<file path="src/panel_pkg.sv">
package panel_pkg;

    // top bit of the debounce counter
    // the lockout ends when this bit sets, so it lasts 2**4 = 16 cycles
    localparam int dbnce_nu_bits = 4;

    // number of command switches on the panel
    localparam int sw_count = 6;

    // bit positions inside the command vector
    // a higher position also means a higher priority in the sequencer
    localparam int sw_clear     = 5;
    localparam int sw_extd_addr = 4;
    localparam int sw_addr_load = 3;
    localparam int sw_dep       = 2;
    localparam int sw_exam      = 1;
    localparam int sw_cont      = 0;

    // debounce FSM states
    // latch collects presses, the trigger is held through trig1 to trig3,
    // the switches are then locked out for the delay
    typedef enum logic [2:0] {
        tr_latch    = 3'b000,
        tr_wait     = 3'b001,
        tr_trig1    = 3'b010,
        tr_trig2    = 3'b011,
        tr_trig3    = 3'b100,
        tr_delay    = 3'b101,
        tr_reenable = 3'b110
    } trig_state_t;

    // command sequencer states
    // read_wait covers the one-cycle latency of a memory read
    typedef enum logic [1:0] {
        seq_idle      = 2'b00,
        seq_act       = 2'b01,
        seq_read_wait = 2'b10
    } seq_state_t;

endpackage

</file>
<file path="src/front_panel.sv">
module front_panel
    import panel_pkg::*;
(
    input  logic clk,
    input  logic reset,
    input  logic clear,
    input  logic extd_addr,
    input  logic addr_load,
    input  logic dep,
    input  logic exam,
    input  logic cont,
    output logic sw_active,
    output logic triggerd,
    output logic cleard,
    output logic extd_addrd,
    output logic addr_loadd,
    output logic depd,
    output logic examd,
    output logic contd
);

    trig_state_t            trig_state;
    logic [sw_count-1:0]    sw_in;
    logic [sw_count-1:0]    switchl;
    // the trigger sits on top of the latched command bits
    logic [sw_count:0]      switchd;
    logic [dbnce_nu_bits:0] trig_cnt;

    // gather the raw switch levels into one vector
    always_comb
    begin
        sw_in               = '0;
        sw_in[sw_clear]     = clear;
        sw_in[sw_extd_addr] = extd_addr;
        sw_in[sw_addr_load] = addr_load;
        sw_in[sw_dep]       = dep;
        sw_in[sw_exam]      = exam;
        sw_in[sw_cont]      = cont;
    end

    assign triggerd   = switchd[sw_count];
    assign cleard     = switchd[sw_clear];
    assign extd_addrd = switchd[sw_extd_addr];
    assign addr_loadd = switchd[sw_addr_load];
    assign depd       = switchd[sw_dep];
    assign examd      = switchd[sw_exam];
    assign contd      = switchd[sw_cont];

    always_ff @(posedge clk)
    begin
        if (reset)
        begin
            trig_state <= tr_latch;
            switchl    <= '0;
            switchd    <= '0;
            trig_cnt   <= '0;
            sw_active  <= 1'b0;
        end
        else
        begin
            case (trig_state)
                tr_latch:
                begin
                    // any press sticks in the latch until the trigger is issued
                    switchl <= switchl | sw_in;
                    if (switchl != '0)
                        trig_state <= tr_wait;
                end
                tr_wait:
                begin
                    // hand the latched switches over together with the trigger
                    switchd    <= {1'b1, switchl};
                    switchl    <= '0;
                    trig_state <= tr_trig1;
                end
                tr_trig1:
                begin
                    trig_cnt   <= '0;
                    trig_state <= tr_trig2;
                end
                tr_trig2:
                    trig_state <= tr_trig3;
                tr_trig3:
                    trig_state <= tr_delay;
                tr_delay:
                begin
                    // the top counter bit ends the lockout
                    if (trig_cnt[dbnce_nu_bits])
                    begin
                        sw_active  <= 1'b0;
                        trig_state <= tr_reenable;
                    end
                    else
                    begin
                        // first delay cycle drops the trigger vector, which
                        // makes it four cycles wide
                        switchd   <= '0;
                        trig_cnt  <= trig_cnt + 1'b1;
                        sw_active <= 1'b1;
                    end
                end
                tr_reenable:
                    trig_state <= tr_latch;
                default:
                    trig_state <= tr_latch;
            endcase
        end
    end

    // while the trigger is held it carries at least one command bit
    assert property (@(posedge clk) disable iff (reset)
        trig_state inside {tr_trig1, tr_trig2, tr_trig3}
        |-> switchd[sw_count] && (switchd[sw_count-1:0] != '0));

    // no stale command is left on the outputs while waiting for a press
    assert property (@(posedge clk) disable iff (reset)
        trig_state inside {tr_latch, tr_wait, tr_reenable} |-> switchd == '0);

    // the lockout has always ended before new presses are latched
    assert property (@(posedge clk) disable iff (reset)
        trig_state == tr_latch |-> !sw_active);

endmodule

</file>
<file path="config.mk">
export PLATFORM = sky130hd
export DESIGN_NAME = front_panel
export DESIGN_NICKNAME = d
export VERILOG_FILES = /design/src/panel_pkg.sv /design/src/front_panel.sv
export SDC_FILE = /design/constraint.sdc
export NUM_CORES = 1
export LEC_CHECK = 0
export BUFFER_PORTS_ARGS = -buffer_cell sky130_fd_sc_hd__buf_2
export CAP_MARGIN = 25
export CORE_ASPECT_RATIO = 1.25
export CORE_UTILIZATION = 52
export CTS_CLUSTER_DIAMETER = 30
export CTS_CLUSTER_SIZE = 20
export DETAILED_ROUTE_END_ITERATION = 7
export PLACE_DENSITY = 0.75
export SLEW_MARGIN = 0
export SYNTH_ARGS = -nofsm -noshare
export SYNTH_HDL_FRONTEND = slang
export SYNTH_SLANG_ARGS = --single-unit
</file>
<file path="constraint.sdc">
create_clock -name clk -period 1.8 [get_ports clk]
set_clock_uncertainty 0.05 [all_clocks]
set_input_delay 0.45 -clock clk [delete_from_list [all_inputs] [get_ports clk]]
set_output_delay 0.45 -clock clk [all_outputs]
set_load 0.02 [all_outputs]
</file>
==> results.json <==
{
  "drc": 0,
  "swShare_pct": 36.7,
  "grt_first_pass_wirelength_um": 2480,
  "synthesis.nets": 106,
  "p_leak_nw": 0.416,
  "required_ns": 1.95,
  "tns_ns": 0,
  "tightest_slew_ns": 0.422,
  "crit_path_max_fanout": 10,
  "via_per_inst": 5.65,
  "fp-row-count": 16,
  "yosysMostFrequentCell": "dfxtp_1",
  "wl_per_cell_um": 12.6,
  "grt_max_degree": 15,
  "status": "finished clean",
  "slowest_stage": "dfxtp_1",
  "grt_overflow": 0,
  "htreeDepth": 1,
  "cts_resized": 0,
  "grt_use_total_pct": 19.0,
  "netlist.area_leader.share_pct": 49.4,
  "hold_ws_ns": 0.369,
  "yosys_warnings": 0,
  "place_inst": 127,
  "seqPwrFrac_pct": 51.1,
  "cts_root_buf": "clkbuf_4",
  "postSynthRegisterBits": 22,
  "num_io_pins": 16,
  "critPathCaptureType": "register",
  "slew_headroom_pct": 71.8,
  "firstDrtPassIters": 4,
  "syn_avg_cell_area_um2": 9.18,
  "path_class": "reg2reg",
  "drt_iter0_markers": 18,
  "place.detailed.hpwl_um": 1150,
  "cts_hold_buf": 0,
  "cts_buffers": 3,
  "multiInputGateArea_um2": 415,
  "fillers": 145,
  "maxSlewViolCount": 0,
  "io_buffers": 15,
  "hold_violations": 0,
  "post-cts-setup-buffers": 0,
  "die_width_um": 39.0,
  "clk_latency_ns": 0.30,
  "die-area_um2": 1880,
  "critPathArrivalTime_ns": 1.69,
  "p_comb_share_pct": 32.8,
  "wl_met3_um": 41,
  "rsz0062_at_grt": "false",
  "met1_length_um": 879,
  "cap_violations": 0,
  "cts_buffer_depth": 2,
  "p_switching_mw": 0.500,
  "yosys.cell_types.count": 32,
  "power_density_nw_per_um2": 1370,
  "final_util_pct": 62.9,
  "fmax_ghz": 0.650,
  "path_clk_slew_ns": 0.12,
  "critPathLaunchType": "register",
  "start_util_pct": 56.3,
  "drtAntennaViolNets": 0,
  "synth_edf_count": 0,
  "finalSetupViolations": 0,
  "intPower_mw": 0.862,
  "nNetsFinal": 123,
  "insertedDiodeCount": 0,
  "antenna_found_initial": 0,
  "synth-seq-area-share_pct": 49.4,
  "synth_flop_cell": "dfxtp_1",
  "dr_wl_met2_um": 684,
  "max_stage_delay_ns": 0.49,
  "place_congestion": 0.790,
  "synthTopCellsByArea": "dfxtp_1 (49%), a21oi_1 (8.4%), o21ai_0 (5.1%)",
  "async_reset_ff_share_pct": 0,
  "clockPowerShare_pct": 16.1,
  "syn_area_um2": 891,
  "critPathTopFamily": "simple AND/OR/NAND/NOR gates",
  "hp-class": "in2reg",
  "die_h_um": 48.3,
  "cts_tree": "yes",
  "maxUsedRoutingLayer": "met4",
  "drive_gt1_share_pct": 22.3,
  "grt_pass1_vias": 555,
  "synth_top_cell_by_area": "dfxtp_1",
  "final_cells": 130,
  "regArea_um2": 440,
  "ys_top_cells_by_count": "dfxtp_1 (22), a21oi_1 (15), o21ai_0 (9)",
  "syn_to_final_growth_pct": 11.7,
  "vias": 735,
  "critPathBufInv": 0,
  "syn_inst": 97,
  "wl_um": 1630,
  "layout_min_cycle_time_ns": 1.54,
  "finalCritPeriodShare_pct": 85.4,
  "clock-sinks": 22,
  "core-area_um2": 1580,
  "peakVddDrop_v": 0.000643,
  "crit_chain": "or3b_1 > and3b_4 > a221o_1"
}
==> worst min-delay path: cells and delay by family <==
family	cells	cell delay, ns
AOI/OAI and AO/OA	1	0.05
and+or+nand+nor	1	0.11
buffers and inverters	1	0.07
==> power by group through the flow <==
stage / Sequential (mW) / Combinational, mW / Clock, mW
floorplan: 0.697 / 0.364 / 0
global placement: 0.698 / 0.436 / 0
detailed placement: 0.706 / 0.445 / 0
CTS: 0.695 / 0.447 / 0.217
global route: 0.714 / 0.497 / 0.242
finish: 0.697 / 0.447 / 0.219
==> routing by layer <==
metal  vias to the layer above  global-route usage (%)
met5                         -                       0
met3                         4                    2.74
met1                       330                    29.3
met4                         0                    10.3
li1                        389                       -
met2                        12                    25.0
==> final timing paths <==
kind	slack, ns	depth (start not counted)	end	from
max	0.26	3	trig_cnt[2]	trig_state[1]
max reg2reg	0.26	3	trig_cnt[2]	trig_state[1]
min	0.37	3	switchl[5]	clear
min reg2reg	0.43	2	switchd[2]	switchd[2]
==> final cells by class <==
cell class,instances,area share [%]
flip-flops and latches,22,44.3
repair buffers,17,9.06
inverters,1,0.377
well taps,18,2.26
clock buffers,3,2.26
multi-input cells,69,41.8
==> state kept, by name, summed over array words and instances, names as in the netlist <==
name / count
sw_active: 1
switchd: 7
trig_cnt: 5
trig_state: 3
switchl: 6
==> through the flow <==
step                      area, µm²  worst slack (ns)  total power, mW
after CTS                       995             0.262             1.36
after global placement          972             0.319             1.13
after detailed placement        972             0.277             1.15
final                           995             0.262             1.36
after floorplan                 891             0.376             1.06
after global routing            995             0.193             1.45
==> cells in the final DEF (no fill, tap or decap), drive strengths merged <==
master,Yosys,routed
dfxtp,22,22
buf,3,17
a21oi,15,15
o21ai,9,9
nand2,8,8
nor3,7,7
nor2,5,5
clkbuf,2,3
nor4,2,2
nand3,2,2
and3,2,2
mux2,2,2
and2b,2,2
nand2b,1,1
and2,1,1
nor3b,1,1
xor2,1,1
inv,1,1
a22oi,1,1
nand4bb,1,1
or3b,1,1
and3b,1,1
nor4b,1,1
a221o,1,1
a22o,1,1
nor4bb,1,1
a211o,1,1
a32oi,1,1
ha,1,1
==> kinds of logic after synthesis <==
group,Yosys count,synth area share (%)
multiplexers,2,2.53
buffers and inverters,6,3.93
flip-flops,22,49.4
XOR/XNOR,1,0.983
AO/OA/AOI/OAI,29,18.5
adder cells (fa/ha/maj),1,1.40
AND/OR/NAND/NOR,36,23.2
Note: power is estimated with default switching activity, not from simulation.
