===== config.mk =====
export PLATFORM = sky130hd
export DESIGN_NAME = panel_sequencer
export DESIGN_NICKNAME = d
export VERILOG_FILES = /design/src/machine_pkg.sv /design/src/panel_pkg.sv /design/src/panel_sequencer.sv
export SDC_FILE = /design/constraint.sdc
export NUM_CORES = 1
export LEC_CHECK = 0
export BUFFER_PORTS_ARGS = -buffer_cell sky130_fd_sc_hd__buf_2
export CORE_UTILIZATION = 37
export CTS_CLUSTER_SIZE = 28
export DETAILED_ROUTE_END_ITERATION = 10
export PLACE_DENSITY = 0.8
export SYNTH_ARGS = -nofsm -noshare
export SYNTH_HDL_FRONTEND = slang
export SYNTH_SLANG_ARGS = --single-unit

===== constraint.sdc =====
create_clock -name clk -period 3.6 [get_ports clk]
set_clock_uncertainty 0.05 [all_clocks]
set_input_delay 0 -clock clk [delete_from_list [all_inputs] [get_ports clk]]
set_output_delay 0 -clock clk [all_outputs]
set_load 0.03 [all_outputs]

===== src/machine_pkg.sv =====
package machine_pkg;

    // one machine word, as shown on the memory buffer lamps and the
    // data switch register
    localparam int word_bits = 12;

    // address within a single memory field, this is the width of pc
    localparam int addr_bits = 12;

    // extended memory field, one bit selects between the two fields
    localparam int field_bits = 1;

    // the full memory address is the field on top of pc
    localparam int mem_addr_bits = field_bits + addr_bits;

    // two fields of 4096 words each
    localparam int mem_words = 1 << mem_addr_bits;

endpackage


===== src/panel_pkg.sv =====
package panel_pkg;

    // top bit of the debounce counter
    // the lockout ends when this bit sets, so it lasts 2**4 = 16 cycles
    localparam int dbnce_nu_bits = 4;

    // number of command switches on the panel
    localparam int sw_count = 6;

    // bit positions inside the command vector
    // a higher position also means a higher priority in the sequencer
    localparam int sw_clear     = 5;
    localparam int sw_extd_addr = 4;
    localparam int sw_addr_load = 3;
    localparam int sw_dep       = 2;
    localparam int sw_exam      = 1;
    localparam int sw_cont      = 0;

    // debounce FSM states
    // latch collects presses, the trigger is held through trig1 to trig3,
    // the switches are then locked out for the delay
    typedef enum logic [2:0] {
        tr_latch    = 3'b000,
        tr_wait     = 3'b001,
        tr_trig1    = 3'b010,
        tr_trig2    = 3'b011,
        tr_trig3    = 3'b100,
        tr_delay    = 3'b101,
        tr_reenable = 3'b110
    } trig_state_t;

    // command sequencer states
    // read_wait covers the one-cycle latency of a memory read
    typedef enum logic [1:0] {
        seq_idle      = 2'b00,
        seq_act       = 2'b01,
        seq_read_wait = 2'b10
    } seq_state_t;

endpackage


===== src/panel_sequencer.sv =====
module panel_sequencer
    import machine_pkg::*;
    import panel_pkg::*;
(
    input  logic                 clk,
    input  logic                 reset,
    input  logic                 triggerd,
    input  logic                 cleard,
    input  logic                 extd_addrd,
    input  logic                 addr_loadd,
    input  logic                 depd,
    input  logic                 examd,
    input  logic                 contd,
    input  logic [word_bits-1:0] switch_reg,
    input  logic [word_bits-1:0] mem_rdata,
    output logic                 load_pc,
    output logic                 load_field,
    output logic                 inc_pc,
    output logic                 load_mb,
    output logic                 clear_regs,
    output logic                 set_run,
    output logic [word_bits-1:0] reg_data,
    output logic                 mem_we,
    output logic [word_bits-1:0] mem_wdata
);

    seq_state_t          state;
    logic                trig_q;
    logic                trig_rise;
    logic [sw_count-1:0] cmd_in;
    logic [sw_count-1:0] cmd_pick;
    logic [sw_count-1:0] cmd_q;
    logic                in_act;
    logic                in_read;

    // reassemble the debounced command bits
    always_comb
    begin
        cmd_in               = '0;
        cmd_in[sw_clear]     = cleard;
        cmd_in[sw_extd_addr] = extd_addrd;
        cmd_in[sw_addr_load] = addr_loadd;
        cmd_in[sw_dep]       = depd;
        cmd_in[sw_exam]      = examd;
        cmd_in[sw_cont]      = contd;
    end

    // the trigger is held for four cycles, only its first cycle counts
    assign trig_rise = triggerd & ~trig_q;

    // keep only the highest priority command when several were latched
    always_comb
    begin
        cmd_pick = '0;
        if (cmd_in[sw_clear])
            cmd_pick[sw_clear] = 1'b1;
        else if (cmd_in[sw_extd_addr])
            cmd_pick[sw_extd_addr] = 1'b1;
        else if (cmd_in[sw_addr_load])
            cmd_pick[sw_addr_load] = 1'b1;
        else if (cmd_in[sw_dep])
            cmd_pick[sw_dep] = 1'b1;
        else if (cmd_in[sw_exam])
            cmd_pick[sw_exam] = 1'b1;
        else if (cmd_in[sw_cont])
            cmd_pick[sw_cont] = 1'b1;
    end

    always_ff @(posedge clk)
    begin
        if (reset)
        begin
            state  <= seq_idle;
            trig_q <= 1'b0;
            cmd_q  <= '0;
        end
        else
        begin
            trig_q <= triggerd;
            case (state)
                seq_idle:
                begin
                    if (trig_rise)
                    begin
                        cmd_q <= cmd_pick;
                        state <= seq_act;
                    end
                end
                seq_act:
                begin
                    // examine has to wait a cycle for the read word
                    if (cmd_q[sw_exam])
                        state <= seq_read_wait;
                    else
                        state <= seq_idle;
                end
                seq_read_wait:
                    state <= seq_idle;
                default:
                    state <= seq_idle;
            endcase
        end
    end

    assign in_act  = (state == seq_act);
    assign in_read = (state == seq_read_wait);

    assign clear_regs = in_act & cmd_q[sw_clear];
    assign load_field = in_act & cmd_q[sw_extd_addr];
    assign load_pc    = in_act & cmd_q[sw_addr_load];
    assign set_run    = in_act & cmd_q[sw_cont];

    // deposit writes at the current address while pc steps past it
    assign mem_we    = in_act & cmd_q[sw_dep];
    assign mem_wdata = switch_reg;

    // both deposit and examine show the word on the lamps and advance pc
    assign load_mb = mem_we | in_read;
    assign inc_pc  = load_mb;

    // examine loads the memory word, everything else the switches
    assign reg_data = in_read ? mem_rdata : switch_reg;

    // a new trigger always carries a command from the debounce logic
    assert property (@(posedge clk) disable iff (reset)
        trig_rise |-> cmd_in != '0);

    // one panel command drives one register action per cycle
    assert property (@(posedge clk) disable iff (reset)
        $onehot0({load_pc, load_field, load_mb, clear_regs, set_run}));

endmodule


==> results.yml <==
die:
  dieWidth_um: 43.45
  start_util_pct: 40.77
  boundaryPins: 64
  die_h_um: 43.45
  num_rows: 14
  dieArea_mm2: 0.001887
  core_region_area_mm2: 0.001559
worst_setup_path:
  critPathLaunch: "state[1]"
  crit_family: "simple AND/OR/NAND/NOR gates"
  start_kind: "flip-flop"
  slowest_stage: "or4b_1"
  path_class: "reg2reg"
  cpPeakStageDelay_ps: 670
  worstPathArrival_ps: 2010
  crit_fanout: 7
  rrSetupSlack_ps: 1680
  end_kind: "flip-flop"
  worst-path-buf-inv: 1
  crit_cells: 4
  r2r_start: "state[1]"
  r2r_end: "cmd_q[5]"
  reg2regPathDepth: 4
  cp.required_ps: 3690
  crit_end: "cmd_q[5]"
  cp_cell_sequence: "or4b_1 > nand2_1 > a21oi_1 > dlygate4sd3_1"
placement:
  hpwl_mm: 1.254
  port-buffer-count: 63
  finalWeightedCongestion: 0.7364
timing:
  min_period_over_period_pct: 53.21
  rsz0062_at_grt: "no"
  setup_viol: 0
  final_period_minus_worst_setup_slack_ps: 1916
  fmax_mhz: 522.0
  tns_ps: 0
  relSlewSlack_pct: 59.28
  report.final.slew_viol_count: 0
  worst_pin_slew_ps: 608.0
  hold_viol: 0
pwr:
  combPwrFrac_pct: 33.2
  seqPwrFrac_pct: 38.9
  powerDensity_mw_per_mm2: 268.2
  p_sw_mw: 0.08657
  leakagePower_nw: 0.5255
  peakVddDrop_uv: 186.3
  p_int_mw: 0.1825
  p_sw_share_pct: 32.17
  p_total_mw: 0.2691
  pwr-share-clk_pct: 28.0
detailed_routing:
  drtIter0Drc: 23
  ant_nets: 0
  vias_per_cell: 4.779
  drc: 16
  first_pass_iters: 7
  vias: 712
  finalWirelength_mm: 1.657
  avgRoutedWirePerCell_um: 11.12
synthesis:
  async_reset_ff_share_pct: 0
  ys_seq_area_share_pct: 28.35
  syn_area_per_cell_um2: 9.080
  synth-main-ff-cell: "dfxtp_1"
  synthDominantCellAreaShare_pct: 28.35
  ys_top_cells_by_count: "buf_4 (14), dfxtp_1 (9), mux2_1 (9)"
  netlist_top_cells_area: "dfxtp_1 (28%), buf_4 (17%), mux2_1 (16%)"
  synth_edf_count: 0
  syn_area_um2: 635.6
  netlist_instances: 70
  synth_largest_area_cell: "dfxtp_1"
  synth_seq_cells: 9
  ys_types: 20
  synth.most_common_cell: "buf_4"
  yosysWarnings: 0
  mappedNetlistNets: 103
final_layout:
  layout-drive-gt1-share_pct: 53.38
  area_growth_pct: 57.87
  antenna_cells: 0
  nets: 167
global_routing:
  grt_max_degree: 14
  grt_antenna_before_repair: 0
  grt_use_total_pct: 18.10
  grt.overflow.total: 0
  grt_pass1_vias: 660
  grt_pass1_wl_mm: 2.628
clocking:
  cts_root_buf: "clkbuf_4"
  cts.sinks: 9
  clock_latency_ps: 260
  cts_buffers: 3
  h-tree-depth: 1
  worst_setup_hold_path_clk_slew_ps: 60
  clk_path_buf_depth: 2
  cts_tree: "built"
  ctsResizeCount: 0
status:
  status: "complete, but fails checks"
  violations: "DRC"
min_path:
  min_path_cells: 3
  holdCritPathClass: "in2reg"
flow_run:
  maxCapViolCount: 0
==> flip-flops by register name (all words and copies together), names as in the netlist <==
name / flops
cmd_q: 6
state: 2
trig_q: 1
==> per-stage QoR <==
stage	utilization (%)	cell area [um^2]	worst slack [ps]	hold slack, ps	std cells
2_1_floorplan	-	635.6	2029	78.18	70
3_3_place_gp	54.98	857.1	2086	198.2	133
3_5_place_dp	54.98	857.1	2041	203.2	133
4_1_cts	64.37	1003	1683	4.019	149
5_1_grt	64.37	1003	1605	21.78	149
6_report	64.37	1003	1684	14.00	149
==> worst register-to-register path: cells and delay by family (launching register included) <==
family | cells | cell delay [ps]
buffers and inverters | 1 | 550
flip-flops | 1 | 340
AO/OA/AOI/OAI | 1 | 70
AND/OR/NAND/NOR | 2 | 790
==> kinds of logic (layout without fill, tap and decap cells) <==
| kind of cell | after synthesis | after routing | synth area share (%) |
|---|---|---|---|
| compound gates | 6 | 6 | 4.725 |
| buf+inv | 16 | 79 | 17.91 |
| flops | 9 | 9 | 28.35 |
| mux | 12 | 12 | 21.26 |
| simple gates | 27 | 27 | 27.76 |
==> timing repair <==
action                     CTS  global route
setup buffers                0             0
setup endpoints to repair    0             0
hold buffers                12             0
hold endpoints to repair     8             0
==> power by group through the flow <==
stage / logic [mW] / registers (mW) / clock network (mW)
2_1_floorplan: 0.0574 / 0.106 / 0
3_3_place_gp: 0.0798 / 0.107 / 0
3_5_place_dp: 0.0810 / 0.107 / 0
4_1_cts: 0.0892 / 0.105 / 0.0778
5_1_grt: 0.0953 / 0.105 / 0.0847
6_report: 0.0893 / 0.105 / 0.0753
==> how the worst min path moves through the flow <==
stage                  start       end
floorplan           triggerd    trig_q
global placement    triggerd    trig_q
detailed placement  triggerd    trig_q
CTS                     depd  cmd_q[2]
global route            depd  cmd_q[2]
finish                  depd  cmd_q[2]
==> layer usage <==
layer / vias up / GRT usage [%] / routed length [um] / share of wire, %
met2: 43 / 35.15 / 872 / 53
met3: 2 / 3.750 / 165 / 10
met1: 313 / 18.97 / 616 / 37
met5: - / 0 / 0 / 0
met4: 0 / 6.250 / 3 / 0.18
li1: 354 / - / - / -
==> area by class of cell <==
| cell class | count | area, um^2 |
|---|---|---|
| fill | 141 | 555.5 |
| timing repair buffer | 75 | 435.4 |
| multi-input combinational | 45 | 341.6 |
| sequential | 9 | 180.2 |
| clock buffer | 4 | 26.28 |
| tap | 16 | 20.02 |
==> placed cells by master (no fill, tap or decap), drive strengths merged <==
master,instances
clkbuf,4
dfxtp,9
buf,63
nand3b,1
nor4,1
or2,1
dlygate4sd3,12
a21oi,6
nand3,2
nand2,7
or4b,1
nor4b,1
nor2b,3
and3b,1
mux2,12
nand4b,2
and2,5
nor2,2
No activity file was read; power rests on OpenSTA's default activity.
