[src/machine_pkg.sv]
package machine_pkg;

    // one machine word, as shown on the memory buffer lamps and the
    // data switch register
    localparam int word_bits = 12;

    // address within a single memory field, this is the width of pc
    localparam int addr_bits = 12;

    // extended memory field, one bit selects between the two fields
    localparam int field_bits = 1;

    // the full memory address is the field on top of pc
    localparam int mem_addr_bits = field_bits + addr_bits;

    // two fields of 4096 words each
    localparam int mem_words = 1 << mem_addr_bits;

endpackage

[src/panel_regs.sv]
module panel_regs
    import machine_pkg::*;
(
    input  logic                  clk,
    input  logic                  reset,
    input  logic                  halt,
    input  logic                  load_pc,
    input  logic                  load_field,
    input  logic                  inc_pc,
    input  logic                  load_mb,
    input  logic                  clear_regs,
    input  logic                  set_run,
    input  logic [word_bits-1:0]  reg_data,
    output logic [addr_bits-1:0]  pc,
    output logic [field_bits-1:0] field,
    output logic [word_bits-1:0]  mb,
    output logic                  run
);

    // program counter
    // increment wraps inside the current field and never carries into it
    always_ff @(posedge clk)
    begin
        if (reset)
            pc <= '0;
        else if (load_pc)
            pc <= reg_data[addr_bits-1:0];
        else if (inc_pc)
            pc <= pc + addr_bits'(1);
    end

    // memory field, taken from the low bits of the data switches
    always_ff @(posedge clk)
    begin
        if (reset)
            field <= '0;
        else if (load_field)
            field <= reg_data[field_bits-1:0];
    end

    // memory buffer lamps
    // shows the word just deposited or examined
    always_ff @(posedge clk)
    begin
        if (reset)
            mb <= '0;
        else if (clear_regs)
            mb <= '0;
        else if (load_mb)
            mb <= reg_data;
    end

    // run flag
    // halt is a level and wins over continue on every cycle it is held
    always_ff @(posedge clk)
    begin
        if (reset)
            run <= 1'b0;
        else if (halt || clear_regs)
            run <= 1'b0;
        else if (set_run)
            run <= 1'b1;
    end

endmodule

[config.mk]
export PLATFORM = sky130hd
export DESIGN_NAME = panel_regs
export DESIGN_NICKNAME = d
export VERILOG_FILES = /design/src/machine_pkg.sv /design/src/panel_regs.sv
export SDC_FILE = /design/constraint.sdc
export NUM_CORES = 1
export LEC_CHECK = 0
export ABC_AREA = 1
export BUFFER_PORTS_ARGS = -buffer_cell sky130_fd_sc_hd__buf_2
export CAP_MARGIN = 20
export CELL_PAD_IN_SITES_DETAIL_PLACEMENT = 1
export CELL_PAD_IN_SITES_GLOBAL_PLACEMENT = 1
export CORE_AREA = 2 2 62 64
export DETAILED_ROUTE_END_ITERATION = 8
export DIE_AREA = 0 0 64 66
export GPL_TIMING_DRIVEN = 1
export PLACE_DENSITY_LB_ADDON = 0.1
export SYNTH_ARGS = -nofsm -noshare
export SYNTH_HDL_FRONTEND = slang
export SYNTH_SLANG_ARGS = --single-unit
[constraint.sdc]
create_clock -name clk -period 2.11 [get_ports clk]
set_clock_uncertainty 0.1 [all_clocks]
set_input_delay 0 -clock clk [delete_from_list [all_inputs] [get_ports clk]]
set_output_delay 0 -clock clk [all_outputs]
set_load 0.05 [all_outputs]
==> impl.org, run 1 <==
** Clock network
- Number of buffers inserted during clock tree synthesis :: 3
- In this run the deepest clock path goes through 2 buffers.
- CTS built an H-tree with a depth of 1.
- # resized after CTS :: 0
- Clock slew seen by the registers of the worst setup and hold paths :: 0.16 ns
- The number of setup buffers added after CTS is 0.
- CTS tree :: built
- Count of hold-fix buffers inserted at cts :: 32
- Clock Tree Root :: sky130_fd_sc_hd__clkbuf_4
- Sinks on Clock Net :: 26
- Later-pin clock latency in the skew report :: 0.33 ns

** Die
- From left edge to right edge, the die measures 64 µm.
- The die is 66 µm tall.
- Row generation in the floorplan step produced 22 rows.
- Core Footprint :: 3551 µm²
- For this configuration, the core starts out at a cell density of 0.3393.
- Number of I/O pins :: 47
- Die area :: 4224 µm²

** Place
- In this run the tool buffered the top-level ports with 46 buffer cells.
- Routability-driven placement finished with a final weighted congestion of 0.8373.
- The HPWL after detailed placement is 2.682 mm.

** Pwr
- Peak VDD IR :: 298.3 µV
- The share of total power dissipated in sequential elements is 0.466.
- Sw power :: 0.3566 mW
- Fraction of power spent switching nets :: 0.3079
- PnR Total Power :: 1.158 mW
- Combinational share of power :: 0.224
- Summed over all cells, the static leakage comes to 0.8272 nW.
- Clock power frac :: 0.310
- The internal power of the cells totals 0.8018 mW.
- Power Dens Cells :: 627.7 nW/µm²

** Setup path
- STA classifies the critical path startpoint as a register.
- The startpoint identified for the worst register-to-register timing path is pc[0].
- The worst register-to-register path has a setup slack of 0.28 ns.
- Req. time, crit path :: 2.30 ns
- On the worst path, the slowest cell contributes a delay of 0.56 ns.
- Depth of the worst register-to-register path :: 6
- The critical path is of the register to register type.
- Gate family responsible for the most delay along the worst path :: buffers and inverters
- Crit end category :: register
- Data on the critical path arrives at its endpoint at 2.02 ns.
- The most critical setup path has its startpoint at pc[0].
- The slowest stage of the critical path belongs to the cell sky130_fd_sc_hd__dlygate4sd3_1.
- In this run the critical register-to-register path is captured at pc[4].
- Together, buffers and inverters on the worst path number 1.
- Along the worst path, the maximum fanout reaches 5.
- Walking the worst path, the cells encountered are ha_1 > nand3_1 > xnor2_1 > nand2_1 > a31oi_1 > dlygate4sd3_1.

** STA
- Max-slew headroom :: 0.7128
- Count of final max-slew check failures :: 0
- Maximum achievable frequency :: 0.5470 GHz
- Setup repair after global routing left no endpoint under its margin.
- Dividing the final minimum period by the clock period gives 0.8664.
- For the pin with the worst max-slew slack, the measured transition is 0.4303 ns.
- The smallest clock period supported by the final layout is computed as 1.828 ns.
- Setup total negative slack on the finished layout was measured at 0 ns.
- Final setup vio count :: 0
- Final Hold Viols :: 0

** Cells and area
- Area growth from synthesis to final layout :: 53.17%
- The filler cells instantiated in the layout total 460.
- The number of antenna diodes in the final layout is 0.
- The library cell used most frequently in the layout, excluding fill and tap cells, is sky130_fd_sc_hd__nand2_1.
- Layout Nets :: 264
- Fraction of final layout cells sized beyond drive strength 1 :: 0.2448
- In the layout the commonest cells are sky130_fd_sc_hd__nand2_1 (47), sky130_fd_sc_hd__buf_2 (46), sky130_fd_sc_hd__dlygate4sd3_1 (32).

** Yosys
- Post-Syn Instances :: 164
- For this run, the register share of the synthesized area comes to 0.4320.
- For this run, the number of Yosys warnings is 0.
- The share of synthesized area in the top cell type comes to 0.4320.
- In this run the mean area of a mapped cell was 7.347 µm².
- The synthesized design contains 0 enable-type register cells.
- Mapped cell area :: 1205 µm²
- Counting every net in the synthesized netlist gives 186.
- Counting flops and latches in the post-synthesis netlist gives 26.
- Synth unique cells :: 24
- The biggest area contributor in the post-synthesis netlist is sky130_fd_sc_hd__dfxtp_1.
- Sorting the synthesized cells by area gives the leading types as sky130_fd_sc_hd__dfxtp_1 (43%), sky130_fd_sc_hd__nand2_1 (15%), sky130_fd_sc_hd__a21oi_1 (8.7%).
- Commonest register cell after synthesis :: sky130_fd_sc_hd__dfxtp_1
- Ys async rst share :: 0

** Global route
- The first global-routing pass estimated 6.782 mm of wire.
- For this run, the total global-route usage over all layers was measured as 0.2062.
- Vias in the first global route :: 1484
- The number of antenna violations at the first check in global routing was 0.
- Largest net degree at the start of global routing :: 16
- After global routing the overflow that remains totals 0.

** Run status
- The run finished with clean final reports.

** Hold path
- In this run the most critical hold path is launched from reg_data[0].
- Worst Hold End :: pc[0]
- In this run the worst hold path is classified as input pin to register.
- Cell count of the worst hold path :: 5

** Drt
- After detailed routing, the number of vias per cell comes to 4.913.
- In the routed design, unresolved DRC markers number 0.
- The routed layout has 1420 vias.
- Initial drt markers :: 36
- Number of detailed-route iterations in the first pass :: 4
- Antenna Nets Post-Route :: 0
- Dividing the detail-routed wire length by the instance count gives 13.84 µm.
- For this block, the routed nets add up to 4.000 mm of wire.

** Flow run
- The tool flagged a number of max-cap violations equal to 0.
[Yosys cell counts, types with 2 or more instances]
cell type,instances
sky130_fd_sc_hd__nand2_1,47
sky130_fd_sc_hd__dfxtp_1,26
sky130_fd_sc_hd__a21oi_1,21
sky130_fd_sc_hd__nand3_1,15
sky130_fd_sc_hd__inv_1,12
sky130_fd_sc_hd__a22oi_1,7
sky130_fd_sc_hd__o21ai_0,6
sky130_fd_sc_hd__nor2_1,5
sky130_fd_sc_hd__nor2_4,4
sky130_fd_sc_hd__buf_2,3
sky130_fd_sc_hd__xor2_1,3
sky130_fd_sc_hd__clkbuf_1,2
sky130_fd_sc_hd__inv_2,2
[layout make-up]
class | instances | area, µm² | area share
multi-input cells | 119 | 609.3 | 0.3302
repair buffers | 78 | 550.5 | 0.2983
flip-flops and latches | 26 | 520.5 | 0.2820
well taps | 48 | 60.06 | 0.03254
inverters | 14 | 52.55 | 0.02847
clock inverters | 1 | 30.03 | 0.01627
clock buffers | 3 | 22.52 | 0.01220
[worst reg2reg max path, cell delays in order (launching register included)]
cell and delay (ns):
sky130_fd_sc_hd__dfxtp_1 0.44, sky130_fd_sc_hd__ha_1 0.23, sky130_fd_sc_hd__nand3_1 0.11, sky130_fd_sc_hd__xnor2_1 0.15, sky130_fd_sc_hd__nand2_1 0.06, sky130_fd_sc_hd__a31oi_1 0.13
sky130_fd_sc_hd__dlygate4sd3_1 0.56
[worst max path at each step]
stage	to	slack (ns)	cells past startpoint
after floorplan	pc[10]	0.43	6
after global placement	pc[10]	0.81	7
after detailed placement	pc[8]	0.66	7
after CTS	pc[4]	0.30	6
after global routing	pc[4]	0.12	6
final	pc[4]	0.28	6
[registers in the layout (all words and copies together), names as in the netlist]
register and count:
mb 12, pc 12, field 1, run 1
[stage by stage]
step	hold slack [ns]	cell area (µm²)	setup WS, ns	util	cells
after floorplan	-0.02762	1205	0.4320	-	164
after global placement	0.05644	1473	0.8068	0.4147	253
after detailed placement	0.06780	1473	0.6647	0.4147	253
after CTS	0.04057	1846	0.3017	0.5197	289
after global routing	0.08495	1846	0.1217	0.5197	289
final	0.03875	1846	0.2819	0.5197	289
[metal layers]
| metal | vias up | GRT usage | share of wire |
|---|---|---|---|
| li1 | 695 | - | - |
| met3 | 5 | 0.03066 | 0.039 |
| met1 | 688 | 0.2421 | 0.43 |
| met4 | 0 | 0.04891 | 0.0090 |
| met5 | - | 0 | 0 |
| met2 | 32 | 0.3906 | 0.52 |
[power by group through the flow]
stage | Clock [mW] | Combinational [mW] | Sequential [mW]
finish | 0.360 | 0.260 | 0.539
global route | 0.388 | 0.281 | 0.544
CTS | 0.359 | 0.259 | 0.539
detailed placement | 0 | 0.214 | 0.550
global placement | 0 | 0.210 | 0.548
floorplan | 0 | 0.0670 | 0.628
[cell families (layout without fill, tap and decap cells)]
family,Yosys count,count (layout),share of synthesized area
flip-flops,26,26,0.4320
adder cells (fa/ha/maj),1,1,0.01038
buffers and inverters,19,96,0.06230
XOR/XNOR,4,4,0.02908
AO/OA/AOI/OAI,38,38,0.1797
AND/OR/NAND/NOR,76,76,0.2866
(Power assumes the default switching activity.)
==> inputs of run 2 (changes only) <==
RECOVER_POWER = 100   (was default)
==> run 2 against run 1 <==
Against the previous run: fmax down 0.81%; cell area down 3.1%; cell count unchanged; via count down 1.1%; total power down 0.97%; hold slack better by 0.0055 ns; sequential power about the same; flip-flop and latch count unchanged; sequential share of layout area up 0.89 points; utilization down 1.6 points; register-to-register slack worse by 0.02 ns; clock power down 1%; largest cell class unchanged; largest power group unchanged.
==> impl.org, run 2 (same netlist as run 1, synthesis figures left out) <==
** Drt
- Initial drt markers :: 59
- After detailed routing, the number of vias per cell comes to 4.862.
- DR DRC count :: 0
- Sum of met2 wire segment lengths after detailed routing :: 2.077 mm
- Top layer used by detailed routing :: met4
- Total via count after detailed routing :: 1405
- After detailed routing, the average wire length per cell comes to 13.77 µm.
- Antenna Nets Post-Route :: 0
- Wires add up to 3.979 mm.
- Before antenna repair, the detailed router went through 4 iterations.
- Routed length on met3 :: 145 µm
- Detailed-route wire length on metal 1 :: 1.728 mm

** STA
- The total count of hold-check failures in the final report was 0.
- Maximum achievable frequency :: 0.5426 GHz
- Final critical-path required period :: 1.843 ns
- Final setup vio count :: 0
- Setup repair after global routing left no endpoint under its margin.
- Of the available clock period, the critical path in the final layout requires 0.8735.
- Across all setup checks in the final design, the least slack found is 0.2669 ns.
- Pin slew with the least headroom to its limit :: 0.6207 ns
- Count of final max-slew check failures :: 0
- Setup Total Neg Slack :: 0 ns
- The worst pin sits at a relative slew slack of 0.5880.

** Global route
- Initial antenna violation count :: 0
- Entering global routing, the biggest net connects 16 pins.
- Total grt overflow :: 0
- Across every metal layer, demand over resource in global routing totals 0.2062.
- Wire length of the first global-routing pass :: 6.782 mm
- The via count of the first global-routing pass was 1484.

** Setup path
- The endpoint identified for the worst register-to-register timing path is pc[4].
- The most critical setup path has its endpoint at pc[4].
- The critical path is of the register to register type.
- Depth of the worst register-to-register path :: 6
- Req. time, crit path :: 2.29 ns
- Data on the critical path arrives at its endpoint at 2.03 ns.
- Across all register-to-register paths, the minimum setup slack is 0.27 ns.
- Maximum single-stage delay on the critical path :: 0.56 ns
- Crit end category :: register
- Critical-path top delay cell :: sky130_fd_sc_hd__dlygate4sd3_1
- Grouping stages by cell kind, the critical path spends the most delay in buffers and inverters.
- Counting both buffers and inverters, the worst setup path holds a total of 1.
- In this run the critical register-to-register path is launched from pc[0].
- The critical path goes through ha_1 > nand3_1 > xnor2_1 > nand2_1 > a31oi_1 > dlygate4sd3_1.
- In this run the worst setup path begins at pc[0].
- In this run the worst path has a maximum fanout of 5.
- Crit path depth :: 6
- The worst setup path is launched from a register.

** Place
- Area after DPL :: 1473 µm²
- At the end of routability-driven placement, the weighted congestion stood at 0.8373.
- The count of buffers added on input and output ports is 46.
- Detailed placement ended at an HPWL of 2.682 mm.
- Cell Count Post-Placement :: 253
- Placement Setup Slack :: 0.6647 ns

** Cells and area
- Final design instance area without fill :: 1789 µm²
- The library cell used most frequently in the layout, excluding fill and tap cells, is sky130_fd_sc_hd__nand2_1.
- Diode insertion count for antenna repair :: 0
- Registers with the most flip-flops :: mb x12, pc x12
- Most frequent cells in the layout :: sky130_fd_sc_hd__nand2_1 (47), sky130_fd_sc_hd__dlygate4sd3_1 (32), sky130_fd_sc_hd__clkbuf_1 (27)
- In the final layout, flip-flops and latches occupy 520.5 µm².
- After the last flow step, the layout net total stands at 264.
- After the flow finishes, the layout carries non-filler instances totaling 289.
- Fraction of final layout cells sized beyond drive strength 1 :: 0.1203
- Footprint of the multi-input gates :: 586.8 µm²
- The filler cells instantiated in the layout total 474.
- The area growth from synthesis to layout is 48.49%.

** Hold path
- The min-delay analysis places its worst path in the category input pin to register.

** Flow run
- Across the run, the number of max-cap violations was 0.

** Die
- The floorplan step defined a die boundary enclosing 4224 µm².
- Chip Height :: 66 µm
- Core Footprint :: 3551 µm²
- Number of I/O pins :: 47
- Effective utilization at floorplan :: 0.3393
- Measured along the x axis, the die boundary spans 64 µm.
- Site Rows :: 22

** Clock network
- The cell sitting at the root of the clock tree is a sky130_fd_sc_hd__clkbuf_4.
- Buffer depth of the longest clock path :: 2
- Clock-pin slew was measured on the worst setup and hold paths at 0.15 ns.
- Gates resized during post-CTS repair numbered 0.
- Count of hold-fix buffers inserted at cts :: 32
- Number of buffers inserted during clock tree synthesis :: 3
- At the later pin of the worst-skew pair, clock insertion delay measures 0.33 ns.
- Clock tree synthesis found a total of 26 sinks.
- CTS tree :: built
- Number of post-CTS setup repair buffers :: 0
- H-tree lvl count :: 1

** Run status
- Run status :: complete, no violations

** Pwr
- For this design the ratio of total power to cell area is 641.2 nW/µm².
- IR analysis of the VDD net gives a maximum drop of 290.9 µV.
- Cell leakage power :: 0.7199 nW
[run 2: cell types whose count changed in the layout (fill, tap and decap cells not counted)]
cell                       change
sky130_fd_sc_hd__buf_2        -27
sky130_fd_sc_hd__clkbuf_1     +27
sky130_fd_sc_hd__nor2_1        +3
sky130_fd_sc_hd__nor2_4        -3
[run 2: per-layer routing]
layer  track usage  vias up
met1        0.2421      678
met5             0        -
met3       0.03066        4
li1              -      694
met2        0.3906       29
met4       0.04891        0
[run 2: worst min path at each step]
stage	from	end	slack (ns)	depth (start not counted)
2_1_floorplan	halt	run	-0.03	1
3_3_place_gp	halt	run	0.06	2
3_5_place_dp	halt	run	0.07	2
4_1_cts	reg_data[0]	pc[0]	0.04	5
5_1_grt	reg_data[0]	pc[0]	0.08	5
6_report	reg_data[0]	pc[0]	0.04	5
[run 2: worst reg2reg max path, stage by stage (launching register included)]
cell and delay [ns]:
sky130_fd_sc_hd__dfxtp_1 0.45, sky130_fd_sc_hd__ha_1 0.23, sky130_fd_sc_hd__nand3_1 0.11, sky130_fd_sc_hd__xnor2_1 0.15, sky130_fd_sc_hd__nand2_1 0.06, sky130_fd_sc_hd__a31oi_1 0.13, sky130_fd_sc_hd__dlygate4sd3_1 0.56
[run 2: metrics by stage]
step	util	total power [mW]	hold WS, ns
after floorplan	-	0.6945	-0.02762
after global placement	0.4147	0.7584	0.05644
after detailed placement	0.4147	0.7634	0.06780
after CTS	0.5197	1.157	0.04057
after global routing	0.5039	1.205	0.08495
final	0.5039	1.147	0.04423
[run 2: power by group]
group | internal, mW | total, mW | switching [mW] | leakage (nW)
logic | 0.0877 | 0.251 | 0.164 | 0.479
clock network | 0.192 | 0.356 | 0.164 | 0.0279
registers | 0.515 | 0.540 | 0.0250 | 0.213
[run 2: cell type report]
type                            count  share of cell area
Tap cell                           48             0.03357
Timing Repair Buffer               78              0.2888
Clock inverter                      1             0.01678
Multi-Input combinational cell    119              0.3280
Clock buffer                        3             0.01259
Sequential cell                    26              0.2909
Inverter                           14             0.02937
